[config.mk]
export PLATFORM = sky130hd
export DESIGN_NAME = apb_fir_filter
export DESIGN_NICKNAME = d
export VERILOG_FILES = /design/src/hdl/fir_arith_pkg.sv /design/src/hdl/fir_regmap_pkg.sv /design/src/hdl/fir_host_if.sv /design/src/hdl/fir_mac_if.sv /design/src/hdl/apb_fir_filter.sv /design/src/hdl/apb_fir_regs.sv /design/src/hdl/fir_datapath.sv /design/src/hdl/fir_mac_ctrl.sv
export SDC_FILE = /design/constraint.sdc
export NUM_CORES = 1
export LEC_CHECK = 0
export ABC_AREA = 1
export BUFFER_PORTS_ARGS = -buffer_cell sky130_fd_sc_hd__buf_2
export CORE_MARGIN = 5
export CORE_UTILIZATION = 60
export CTS_BUF_LIST = sky130_fd_sc_hd__clkbuf_2
export CTS_CLUSTER_SIZE = 16
export DETAILED_ROUTE_END_ITERATION = 6
export PLACE_DENSITY = 0.84
export SLEW_MARGIN = 10
export SYNTH_ARGS = -nofsm -noshare
export SYNTH_HDL_FRONTEND = slang
export SYNTH_SLANG_ARGS = --single-unit
[constraint.sdc]
create_clock -name tb_clk -period 14.7 [get_ports tb_clk]
set_clock_uncertainty 0.05 [all_clocks]
set_input_delay 2.94 -clock tb_clk [delete_from_list [all_inputs] [get_ports tb_clk]]
set_output_delay 2.94 -clock tb_clk [all_outputs]
set_load 0.02 [all_outputs]
[src/hdl/fir_arith_pkg.sv]
package fir_arith_pkg;

  // ****************************
  // Filter shape
  // ****************************

  // Register map has room for exactly four taps
  localparam int NUM_TAPS = 4;

  // Unsigned Q1.15 coefficients so 16'h8000 is unity gain
  localparam int COEF_FRAC_BITS = 15;

  // ****************************
  // Arithmetic widths
  // ****************************

  // Raw sample as written by the host
  typedef logic [15:0] sample_t;

  // Fixed point tap weight
  typedef logic [15:0] coef_t;

  typedef logic [1:0] tap_idx_t;

  // Sample times weight after the fraction shift
  typedef logic [16:0] prod_t;

  // Four 17 bit terms plus sign
  typedef logic signed [19:0] acc_t;

  // Low half of the final sum
  typedef logic [15:0] result_t;

endpackage

[src/hdl/fir_regmap_pkg.sv]
package fir_regmap_pkg;

  // ****************************
  // Bus widths
  // ****************************

  // Byte address, every register is one halfword
  typedef logic [3:0] apb_addr_t;

  typedef logic [15:0] apb_data_t;

  // ****************************
  // Register map
  // ****************************

  // Read only engine status
  localparam apb_addr_t ADDR_STATUS = 4'd0;

  // Read only filter output
  localparam apb_addr_t ADDR_RESULT = 4'd2;

  // Write pushes a new sample into the window
  localparam apb_addr_t ADDR_SAMPLE = 4'd4;

  // Staged coefficient i sits at base plus 2i
  localparam apb_addr_t ADDR_COEF_BASE = 4'd6;

  // Write 1 to copy staged weights into the live taps
  localparam apb_addr_t ADDR_COEF_SET = 4'd14;

  // ****************************
  // Status word layout
  // ****************************

  localparam int STATUS_BUSY_BIT = 0;
  localparam int STATUS_ERR_BIT = 1;

endpackage

[src/hdl/fir_host_if.sv]
`timescale 1ns/1ps

interface fir_host_if;
  import fir_arith_pkg::*;

  // New sample, one cycle strobe
  logic sample_wr;
  sample_t sample;

  // Live coefficient load from the copy sequencer
  logic coef_wr;
  tap_idx_t coef_idx;
  coef_t coef_data;

  // Engine state back to the register block
  logic busy;
  result_t result;
  logic err;

  // Bus side
  modport regs (output sample_wr, sample, coef_wr, coef_idx, coef_data,
                input busy, result, err);

  // Sequencing side only needs the strobe
  modport ctrl (input sample_wr, output busy);

  // Arithmetic side
  modport dp (input sample_wr, sample, coef_wr, coef_idx, coef_data,
              output result, err);

endinterface

[src/hdl/fir_mac_if.sv]
`timescale 1ns/1ps

interface fir_mac_if;
  import fir_arith_pkg::*;

  // Zero the accumulator before the first tap
  logic clear_acc;

  // Add or subtract one tap term this cycle
  logic mac_en;
  tap_idx_t tap;

  // Latch result and overflow flag
  logic commit;

  modport ctrl (output clear_acc, mac_en, tap, commit);

  modport dp (input clear_acc, mac_en, tap, commit);

endinterface

[src/hdl/apb_fir_filter.sv]
`timescale 1ns/1ps

module apb_fir_filter (
  input  logic                      tb_clk,
  input  logic                      rst,
  input  logic                      psel,
  input  logic                      penable,
  input  logic                      pwrite,
  input  fir_regmap_pkg::apb_addr_t paddr,
  input  fir_regmap_pkg::apb_data_t pwdata,
  output fir_regmap_pkg::apb_data_t prdata,
  output logic                      pready,
  output logic                      pslverr
);

  // ****************************
  // Internal links
  // ****************************

  // Bus block to engine
  fir_host_if host_if ();

  // Sequencer to arithmetic
  fir_mac_if mac_if ();

  // ****************************
  // Blocks
  // ****************************

  // APB slave and coefficient staging
  apb_fir_regs i_apb_fir_regs (
    .tb_clk  (tb_clk),
    .rst     (rst),
    .psel    (psel),
    .penable (penable),
    .pwrite  (pwrite),
    .paddr   (paddr),
    .pwdata  (pwdata),
    .prdata  (prdata),
    .pready  (pready),
    .pslverr (pslverr),
    .host    (host_if.regs)
  );

  // Tap stepping FSM
  fir_mac_ctrl i_fir_mac_ctrl (
    .tb_clk (tb_clk),
    .rst    (rst),
    .host   (host_if.ctrl),
    .mac    (mac_if.ctrl)
  );

  // Window, taps and accumulator
  fir_datapath i_fir_datapath (
    .tb_clk (tb_clk),
    .rst    (rst),
    .host   (host_if.dp),
    .mac    (mac_if.dp)
  );

endmodule

[src/hdl/apb_fir_regs.sv]
`timescale 1ns/1ps

module apb_fir_regs (
  input  logic                      tb_clk,
  input  logic                      rst,
  input  logic                      psel,
  input  logic                      penable,
  input  logic                      pwrite,
  input  fir_regmap_pkg::apb_addr_t paddr,
  input  fir_regmap_pkg::apb_data_t pwdata,
  output fir_regmap_pkg::apb_data_t prdata,
  output logic                      pready,
  output logic                      pslverr,
  fir_host_if.regs                  host
);
  import fir_arith_pkg::*;
  import fir_regmap_pkg::*;

  typedef enum logic {CP_IDLE, CP_RUN} copy_state_t;

  localparam tap_idx_t LAST_TAP = tap_idx_t'(NUM_TAPS - 1);

  coef_t       staged [NUM_TAPS];
  sample_t     last_sample;
  copy_state_t copy_state;
  tap_idx_t    copy_tap;

  logic        access;
  logic        access_err;
  logic        wr_ok;
  logic        set_wr;
  logic        is_coef;
  tap_idx_t    coef_sel;
  logic        copy_active;
  logic        busy_all;
  apb_data_t   status_word;

  // ****************************
  // Address decode
  // ****************************

  assign access = psel & penable;

  // Halfword slot index relative to the first coefficient
  assign coef_sel = tap_idx_t'(paddr[3:1] - ADDR_COEF_BASE[3:1]);
  assign is_coef  = (paddr >= ADDR_COEF_BASE) && (paddr < ADDR_COEF_SET) && !paddr[0];

  // 4 bit byte space so every even address maps to a register
  always_comb
  begin
    access_err = paddr[0];
    // Status and result are read only
    if (pwrite && (paddr == ADDR_STATUS || paddr == ADDR_RESULT))
      access_err = 1'b1;
    // Only a 1 may be written to coef_set
    if (pwrite && paddr == ADDR_COEF_SET && pwdata != apb_data_t'(1))
      access_err = 1'b1;
  end

  // Hold a sample write off until the engine and copy are both done
  assign copy_active = (copy_state == CP_RUN);
  assign busy_all    = host.busy | copy_active;
  assign pready      = ~(access & pwrite & (paddr == ADDR_SAMPLE) & busy_all);
  assign pslverr     = access & access_err;

  // Errored writes are dropped
  assign wr_ok  = access & pready & pwrite & ~access_err;
  assign set_wr = wr_ok & (paddr == ADDR_COEF_SET);

  // ****************************
  // Write side
  // ****************************

  always_ff @(posedge tb_clk)
  begin
    if (rst)
    begin
      for (int i = 0; i < NUM_TAPS; i++)
        staged[i] <= '0;
      last_sample <= '0;
    end
    else
    begin
      if (wr_ok && is_coef)
        staged[coef_sel] <= pwdata;
      if (host.sample_wr)
        last_sample <= pwdata;
    end
  end

  // Sample strobe lands on the completing edge
  assign host.sample_wr = wr_ok & (paddr == ADDR_SAMPLE);
  assign host.sample    = pwdata;

  // ****************************
  // Coefficient copy
  // ****************************

  // One tap per cycle, restarts from tap 0 on a fresh commit
  always_ff @(posedge tb_clk)
  begin
    if (rst)
    begin
      copy_state <= CP_IDLE;
      copy_tap   <= '0;
    end
    else if (set_wr)
    begin
      copy_state <= CP_RUN;
      copy_tap   <= '0;
    end
    else if (copy_active)
    begin
      copy_tap <= copy_tap + 1'b1;
      if (copy_tap == LAST_TAP)
        copy_state <= CP_IDLE;
    end
  end

  assign host.coef_wr   = copy_active;
  assign host.coef_idx  = copy_tap;
  assign host.coef_data = staged[copy_tap];

  // ****************************
  // Read side
  // ****************************

  always_comb
  begin
    status_word = '0;
    status_word[STATUS_BUSY_BIT] = busy_all;
    status_word[STATUS_ERR_BIT]  = host.err;
  end

  always_comb
  begin
    prdata = '0;
    case (paddr)
      ADDR_STATUS:   prdata = status_word;
      ADDR_RESULT:   prdata = host.result;
      ADDR_SAMPLE:   prdata = last_sample;
      // coef_set stays at 1 while the copy runs
      ADDR_COEF_SET: prdata[0] = copy_active;
      default:
      begin
        if (is_coef)
          prdata = staged[coef_sel];
      end
    endcase
  end

endmodule

[src/hdl/fir_datapath.sv]
`timescale 1ns/1ps

module fir_datapath (
  input  logic    tb_clk,
  input  logic    rst,
  fir_host_if.dp  host,
  fir_mac_if.dp   mac
);
  import fir_arith_pkg::*;

  sample_t     window    [NUM_TAPS];
  coef_t       live_coef [NUM_TAPS];
  acc_t        acc;
  logic [31:0] full_prod;
  prod_t       prod;
  acc_t        term;

  // ****************************
  // Sample window and live taps
  // ****************************

  // Slot 0 holds the newest sample
  always_ff @(posedge tb_clk)
  begin
    if (rst)
    begin
      for (int i = 0; i < NUM_TAPS; i++)
      begin
        window[i]    <= '0;
        live_coef[i] <= '0;
      end
    end
    else
    begin
      if (host.sample_wr)
      begin
        window[0] <= host.sample;
        for (int i = 1; i < NUM_TAPS; i++)
          window[i] <= window[i-1];
      end
      if (host.coef_wr)
        live_coef[host.coef_idx] <= host.coef_data;
    end
  end

  // ****************************
  // Multiply and accumulate
  // ****************************

  // Truncating shift drops the fraction bits
  assign full_prod = window[mac.tap] * live_coef[mac.tap];
  assign prod      = prod_t'(full_prod >> COEF_FRAC_BITS);
  assign term      = acc_t'({3'b000, prod});

  // Even taps subtract, odd taps add
  always_ff @(posedge tb_clk)
  begin
    if (mac.clear_acc)
      acc <= '0;
    else if (mac.mac_en)
      acc <= mac.tap[0] ? acc + term : acc - term;
  end

  // ****************************
  // Result and overflow
  // ****************************

  // Sum fits only when the top four bits are clear
  always_ff @(posedge tb_clk)
  begin
    if (rst)
    begin
      host.result <= '0;
      host.err    <= 1'b0;
    end
    else if (mac.commit)
    begin
      host.result <= acc[15:0];
      host.err    <= (acc[19:16] != 4'd0);
    end
  end

endmodule

[src/hdl/fir_mac_ctrl.sv]
`timescale 1ns/1ps

module fir_mac_ctrl (
  input  logic    tb_clk,
  input  logic    rst,
  fir_host_if.ctrl host,
  fir_mac_if.ctrl  mac
);
  import fir_arith_pkg::*;

  typedef enum logic [1:0] {ST_IDLE, ST_ACCUM, ST_COMMIT} state_t;

  localparam tap_idx_t LAST_TAP = tap_idx_t'(NUM_TAPS - 1);

  state_t   state;
  tap_idx_t tap_cnt;

  // ****************************
  // Sequencer
  // ****************************

  // Idle until a sample lands, then one tap per cycle, then commit
  always_ff @(posedge tb_clk)
  begin
    if (rst)
    begin
      state   <= ST_IDLE;
      tap_cnt <= '0;
    end
    else
    begin
      case (state)
        ST_IDLE:
        begin
          tap_cnt <= '0;
          if (host.sample_wr)
            state <= ST_ACCUM;
        end
        ST_ACCUM:
        begin
          tap_cnt <= tap_cnt + 1'b1;
          // Last tap accumulates on this edge
          if (tap_cnt == LAST_TAP)
            state <= ST_COMMIT;
        end
        ST_COMMIT:
          state <= ST_IDLE;
        default:
          state <= ST_IDLE;
      endcase
    end
  end

  // ****************************
  // Datapath controls
  // ****************************

  // Clear happens on the same edge the window shifts
  assign mac.clear_acc = (state == ST_IDLE) & host.sample_wr;
  assign mac.mac_en    = (state == ST_ACCUM);
  assign mac.tap       = tap_cnt;
  assign mac.commit    = (state == ST_COMMIT);

  // High from the sample edge to the commit edge
  assign host.busy = (state != ST_IDLE);

endmodule

[After elaboration in Yosys (flattened, before gate mapping)]
Memory sizes are Yosys's and may differ from the RTL's. A register that Yosys moved wholly into a read port is not among the register bits.
Cells that the tools add are included.
W data, S select, Z words.
Storage, ports and cells
  register bits: 60
  bits in latches: 0
  RAM bits: 192
  bits in read-only memories: 0
  input port bits: 25
  output and inout bits: 18
  memories: 3
Operators by class
  add/subtract/negate cells: 5
  multiply operators: 1
  divide/modulo/power cells: 0
  $lt $le $gt $ge: 2
  equal/unequal tests: 10
  shift-type cells: 0
  muxes and demuxes: 40
  bitwise gates (word level): 18
  reductions and logical operators: 17
Memories
  i_apb_fir_regs.staged: words 4, width 16, rd ports 2, clocked after Yosys merged registers in 1, wr ports 4, RTL line apb_fir_regs.sv:23  | coef_t staged [NUM_TAPS];
  i_fir_datapath.live_coef: words 4, width 16, rd ports 1, clocked after Yosys merged registers in 1, wr ports 4, RTL line fir_datapath.sv:12  | coef_t live_coef [NUM_TAPS];
  i_fir_datapath.window: words 4, width 16, rd ports 4, clocked after Yosys merged registers in 1, wr ports 4, RTL line fir_datapath.sv:11  | sample_t window [NUM_TAPS];
Operators with widths (number)
  $mux W16: 7
  $pmux W15 S4: 1
  $mul A16 B16 Y32: 1
  $reduce_or A16 Y1: 2
  $add A20 B18 Y20: 1
  $mux W2: 10
  $mux W20: 1
  $sub A20 B18 Y20: 1
  $mux W1: 18
  $ne A16 B1 Y1 const B: 1
  $and A1 B1 Y1: 11
  $pmux W2 S2: 2
  $eq A2 B2 Y1 const B: 3
  $logic_and A1 B1 Y1: 6
  $or A1 B1 Y1: 5
  $add A2 B1 Y2 const B: 2
  $eq A4 B2 Y1 const B: 1
  $eq A4 B3 Y1 const B: 1
  $eq A4 B4 Y1 const B: 1
  $ge A4 B3 Y1 const B: 1
  $logic_not A4 Y1: 1
  $lt A4 B4 Y1 const B: 1
  $pmux W1 S4: 1
  $reduce_bool A2 Y1: 2
  11 further kinds: 12

[Depth between registers and ports, before layout]
  depth after elaboration: 14
  mapped depth: 52

[Modules after synthesis]
A second synthesis with hierarchy kept.
Unflattened totals
  cells, all modules: 2683
  area, all modules: 22014.9 um2
Modules (own cells, without submodules)
  fir_datapath: times used 1, cells each 2099, area each 17133.9 um2, sequential area each 4584.4 um2
  apb_fir_regs: times used 1, cells each 561, area each 4700.8 um2, sequential area each 2342.2 um2
  fir_mac_ctrl: times used 1, cells each 23, area each 180.2 um2, sequential area each 80.1 um2

[Worst setup path before layout]
No wires, ideal clock.
  path kind: reg2reg
  start point: register (tool-made name)
  end point: register i_fir_datapath.acc[19]
  setup time: 0.110 ns
  arrival: 8.448 ns
  required time: 14.540 ns
  setup slack: 6.092 ns
  cell stages (with the launch flop): 49
  buffers on the path: 5
  path through: dfxtp_1 buf_6 inv_4 buf_6 clkbuf_1 clkbuf_1 nand2_1 a32oi_1 clkbuf_1 nand2_1 fa_1 fa_1 fa_1 fa_1 inv_1 fa_1 inv_1 fa_1 (+13 left out) nand3_4 nor2_4 nand4_1 or2_1 nand2_1 xor2_1 ha_1 a21oi_1 o21a_1 nor2_1 a2111oi_0 nand2_1 a31oi_1 nand3_1 nand3_1 nand2_1 inv_1 nor2_1
RTL lines
  end signal: assignment: RTL line fir_datapath.sv:61  | acc <= mac.tap[0] ? acc + term : acc - term;
  end: declaration: RTL line fir_datapath.sv:13  | acc_t acc;

==> run_results.csv <==
group,metric,value,unit
sta,setup_viol,0,
sta,drv_slew,0,
critical_path,r2r_slack,4.46,ns
sta,hold_violations,0,
routing,drtAntennaViolNets,0,
cts,cts_resized,0,
critical_path,path_class,"flop to flop",
cts,clk_latency,0.97,ns
grt,grt_util_met2,48.1,%
critical_path,worst-path-stages,41,
yosys,syn_nets,2893,
die,fp.dieW,199,um
layout,fin_area,22600,um^2
grt,grt_max_degree,80,
grt,grt_pass1_vias,18300,
worst_hold_path,min_path_type,"flop to flop",
pwr,power_density,221,nW/um^2
cts,post_cts_buffers,0,
worst_hold_path,min_from,"i_apb_fir_regs.last_sample[14]",
critical_path,critPathArrivalTime,11.01,ns
cts,cts-buffers-inserted,61,
pwr,p_switching,0.00266,W
cts,htreeDepth,2,
sta,layout_setup_ws,4.46,ns
pwr,swShare,53.1,%
die,core-area,35300,um^2
critical_path,cp_num_buf_inv,8,
routing,drtPass1Iterations,7,
cts,cts-root-buf,"clkbuf_2",
die,die_h,199,um
placement,gp_congestion,0.966,
die,io_pins,43,
critical_path,slowest_delay,0.73,ns
yosys,synth_cells,2547,
routing,drt_iter0_markers,2182,
cts,cts.sinks,256,
critical_path,ff2ff_path_depth,41,
sta,whs,0.433,ns
pwr,cell_internal_pwr,0.00235,W
sta,fin_crit,10.24,ns
placement,dp_slack,4.62,ns
pwr,seqPwrFrac,17.2,%
critical_path,crit_path_end,"i_fir_datapath.acc[19]",
die,initial_core_util,60.4,%
sta,tns,0,ns
layout,layout.nets,2935,
grt,grt_use_total,29.5,%
pwr,peakVddDrop,487,uV
grt,grt-ovfl-total,0,
yosys,synth.most_common_cell,"nand2_1",
routing,via_per_inst,5.77,
critical_path,cp_data_required_time,15.47,ns
cts,cts_hold_buffers,0,
grt,grt_pass1_wl,92600,um
critical_path,critPathLaunchType,"flop",
sta,maxSlewHeadroom,23.7,%
yosys,synth_area,21300,um^2
yosys,synth_cell_types,57,
die,rows,69,
cts,tritoncts,"yes",
critical_path,slowest_stage,"a32oi_1",
sta,final.period_utilization,69.7,%
critical_path,crit_family,"adder cells",
grt,grtUsageMet3,5.17,%
grt,grt.busiest_layer,"met2",
placement,place_area,22000,um^2
placement,hpwl,42600,um
run_status,outcome,"finished with violations",
sta,rsz0062_at_grt,"no",
routing,post_drt_wl_per_cell,18.4,um
cts,clock_path_buffers,3,
yosys,synth_edf_count,192,
pwr,leakagePower,10.6,nW
critical_path,crit_path_end_kind,"flop",
yosys,yosysWarnings,0,
yosys,yosysTopAreaCell,"edfxtp_1",
yosys,synthTopCellsByCount,"474 x nand2_1, 441 x inv_1, 431 x nor2_1, 194 x fa_1, 192 x edfxtp_1",
flow_run,cap_violations,0,
die,dieArea,39400,um^2
grt,antenna_found_initial,3,
routing,drc,1,
sta,max_clock_freq,97.6,MHz
yosys,synth_area_leaders,"edfxtp_1 27%, fa_1 18%, nand2_1 8.3%",
placement,numPortBuffers,42,
pwr,pwr-share-clk,10.0,%
routing,wirelength,57200,um
yosys,synth_flop_cell,"edfxtp_1",
sta,tightestPinTransition,1.14,ns
run_status,violations,"DRC",
pwr,p_comb_share,72.8,%
routing,vias,17900,
critical_path,critPathMaxFanout,79,
yosys,ys_seq_area_share,33.0,%
layout,areaGrowthSynthToFinish,6.09,%
yosys,syn_avg_cell_area,8.38,um^2
yosys,netlist.area_leader.share,27.0,%
critical_path,rr_endpoint,"i_fir_datapath.acc[19]",
yosys,async_reset_ff_share,0,%
layout,n_fill_cell,2864,
grt,met1_usage,38.7,%
cts,clk_pin_slew_worst_paths,0.10,ns
critical_path,cp_common_cell,"fa_1",
layout,layout-drive-gt1-share,8.78,%
yosys,synth-seq-cells,256,
[power by group through the flow]
stage          Combinational [W]  Clock, W  Sequential (W)
3_3_place_gp             0.00353         0        0.000876
2_1_floorplan            0.00278         0        0.000861
5_1_grt                  0.00411  0.000544        0.000868
3_5_place_dp             0.00358         0        0.000877
4_1_cts                  0.00362  0.000500        0.000861
6_report                 0.00365  0.000499        0.000863
[logic make-up (layout without fill, tap and decap cells)]
logic type,Yosys count,after routing,synth area share [%]
xor gates and xnor gates,35,35,1.51
and+or+nand+nor,1060,1060,20.3
adders and majority gates,321,321,25.6
AOI/OAI and AO/OA,328,328,9.73
DFF,256,256,33.0
other,0,1,0
buffers and inverters,547,642,9.77
[final cells by class]
cell class | instances | area (um^2) | share of cell area, %
inverter | 448 | 1680 | 7.44
multi-input combinational | 1744 | 12200 | 54.0
tap | 461 | 577 | 2.55
sequential | 256 | 7050 | 31.1
clock buffer | 91 | 455 | 2.01
clock inverter | 25 | 158 | 0.696
antenna | 1 | 2.50 | 0.0111
timing repair buffer | 78 | 480 | 2.12
[metal layers]
| layer | share of wire, % | vias up |
|---|---|---|
| met5 | 0.031 | - |
| met4 | 4.9 | 4 |
| met3 | 9.6 | 214 |
| met2 | 46 | 979 |
| met1 | 39 | 8448 |
| li1 | - | 8253 |
[worst min-delay path by stage]
stage,slack (ns),depth (start not counted),end
floorplan,0.40,2,i_apb_fir_regs.last_sample[1]
global placement,0.41,2,i_apb_fir_regs.last_sample[14]
detailed placement,0.42,2,i_apb_fir_regs.last_sample[11]
CTS,0.43,2,i_apb_fir_regs.last_sample[11]
global route,0.46,2,i_apb_fir_regs.last_sample[11]
finish,0.43,2,i_apb_fir_regs.last_sample[14]
[sequential cells by signal (all words and copies together), names as in the netlist, 2 cells and up, named ones only]
| signal | flops |
|---|---|
| i_fir_mac_ctrl.state | 2 |
| i_apb_fir_regs.last_sample | 16 |
| i_apb_fir_regs.host.coef_idx | 2 |
| i_apb_fir_regs.staged | 64 |
| i_fir_datapath.acc | 20 |
| i_fir_mac_ctrl.mac.tap | 2 |
| i_fir_datapath.live_coef | 64 |
| i_fir_datapath.host.result | 16 |
| i_fir_datapath.window | 64 |
[stage by stage]
stage          total power, W  std cells  utilization, %
2_1_floorplan         0.00364       2547               -
3_3_place_gp          0.00440       2984            62.3
3_5_place_dp          0.00446       2986            62.4
4_1_cts               0.00498       3102            64.1
5_1_grt               0.00552       3104            64.1
6_report              0.00501       3104            64.1
[tightest hold or removal path: stages, from the launching register on]
cell and delay (ns):
dfxtp_1 0.31, inv_1 0.06, o22ai_1 0.07
[layout by cell type (no fill, tap or decap), types with 6 or more instances in the layout]
cell type | synthesis | layout
fa_1 | 194 | 194
a32oi_1 | 28 | 28
clkbuf_2 | 0 | 91
dfxtp_1 | 64 | 63
nand2_2 | 19 | 20
a21o_1 | 9 | 9
nor4_1 | 6 | 6
xor2_1 | 22 | 22
a32o_1 | 16 | 16
clkinv_1 | 5 | 24
a21oi_1 | 115 | 115
o22ai_1 | 18 | 18
a31oi_1 | 10 | 10
ha_1 | 127 | 127
o21ai_0 | 69 | 66
nand3_1 | 38 | 38
nand2_1 | 474 | 472
buf_2 | 5 | 42
buf_4 | 0 | 36
inv_1 | 441 | 441
o211ai_1 | 22 | 22
o32ai_1 | 14 | 14
nor2_1 | 431 | 430
nor3_1 | 48 | 48
nand4_1 | 12 | 12
xnor2_1 | 11 | 11
edfxtp_1 | 192 | 192
nand2_4 | 6 | 7
(Power assumes the default switching activity.)
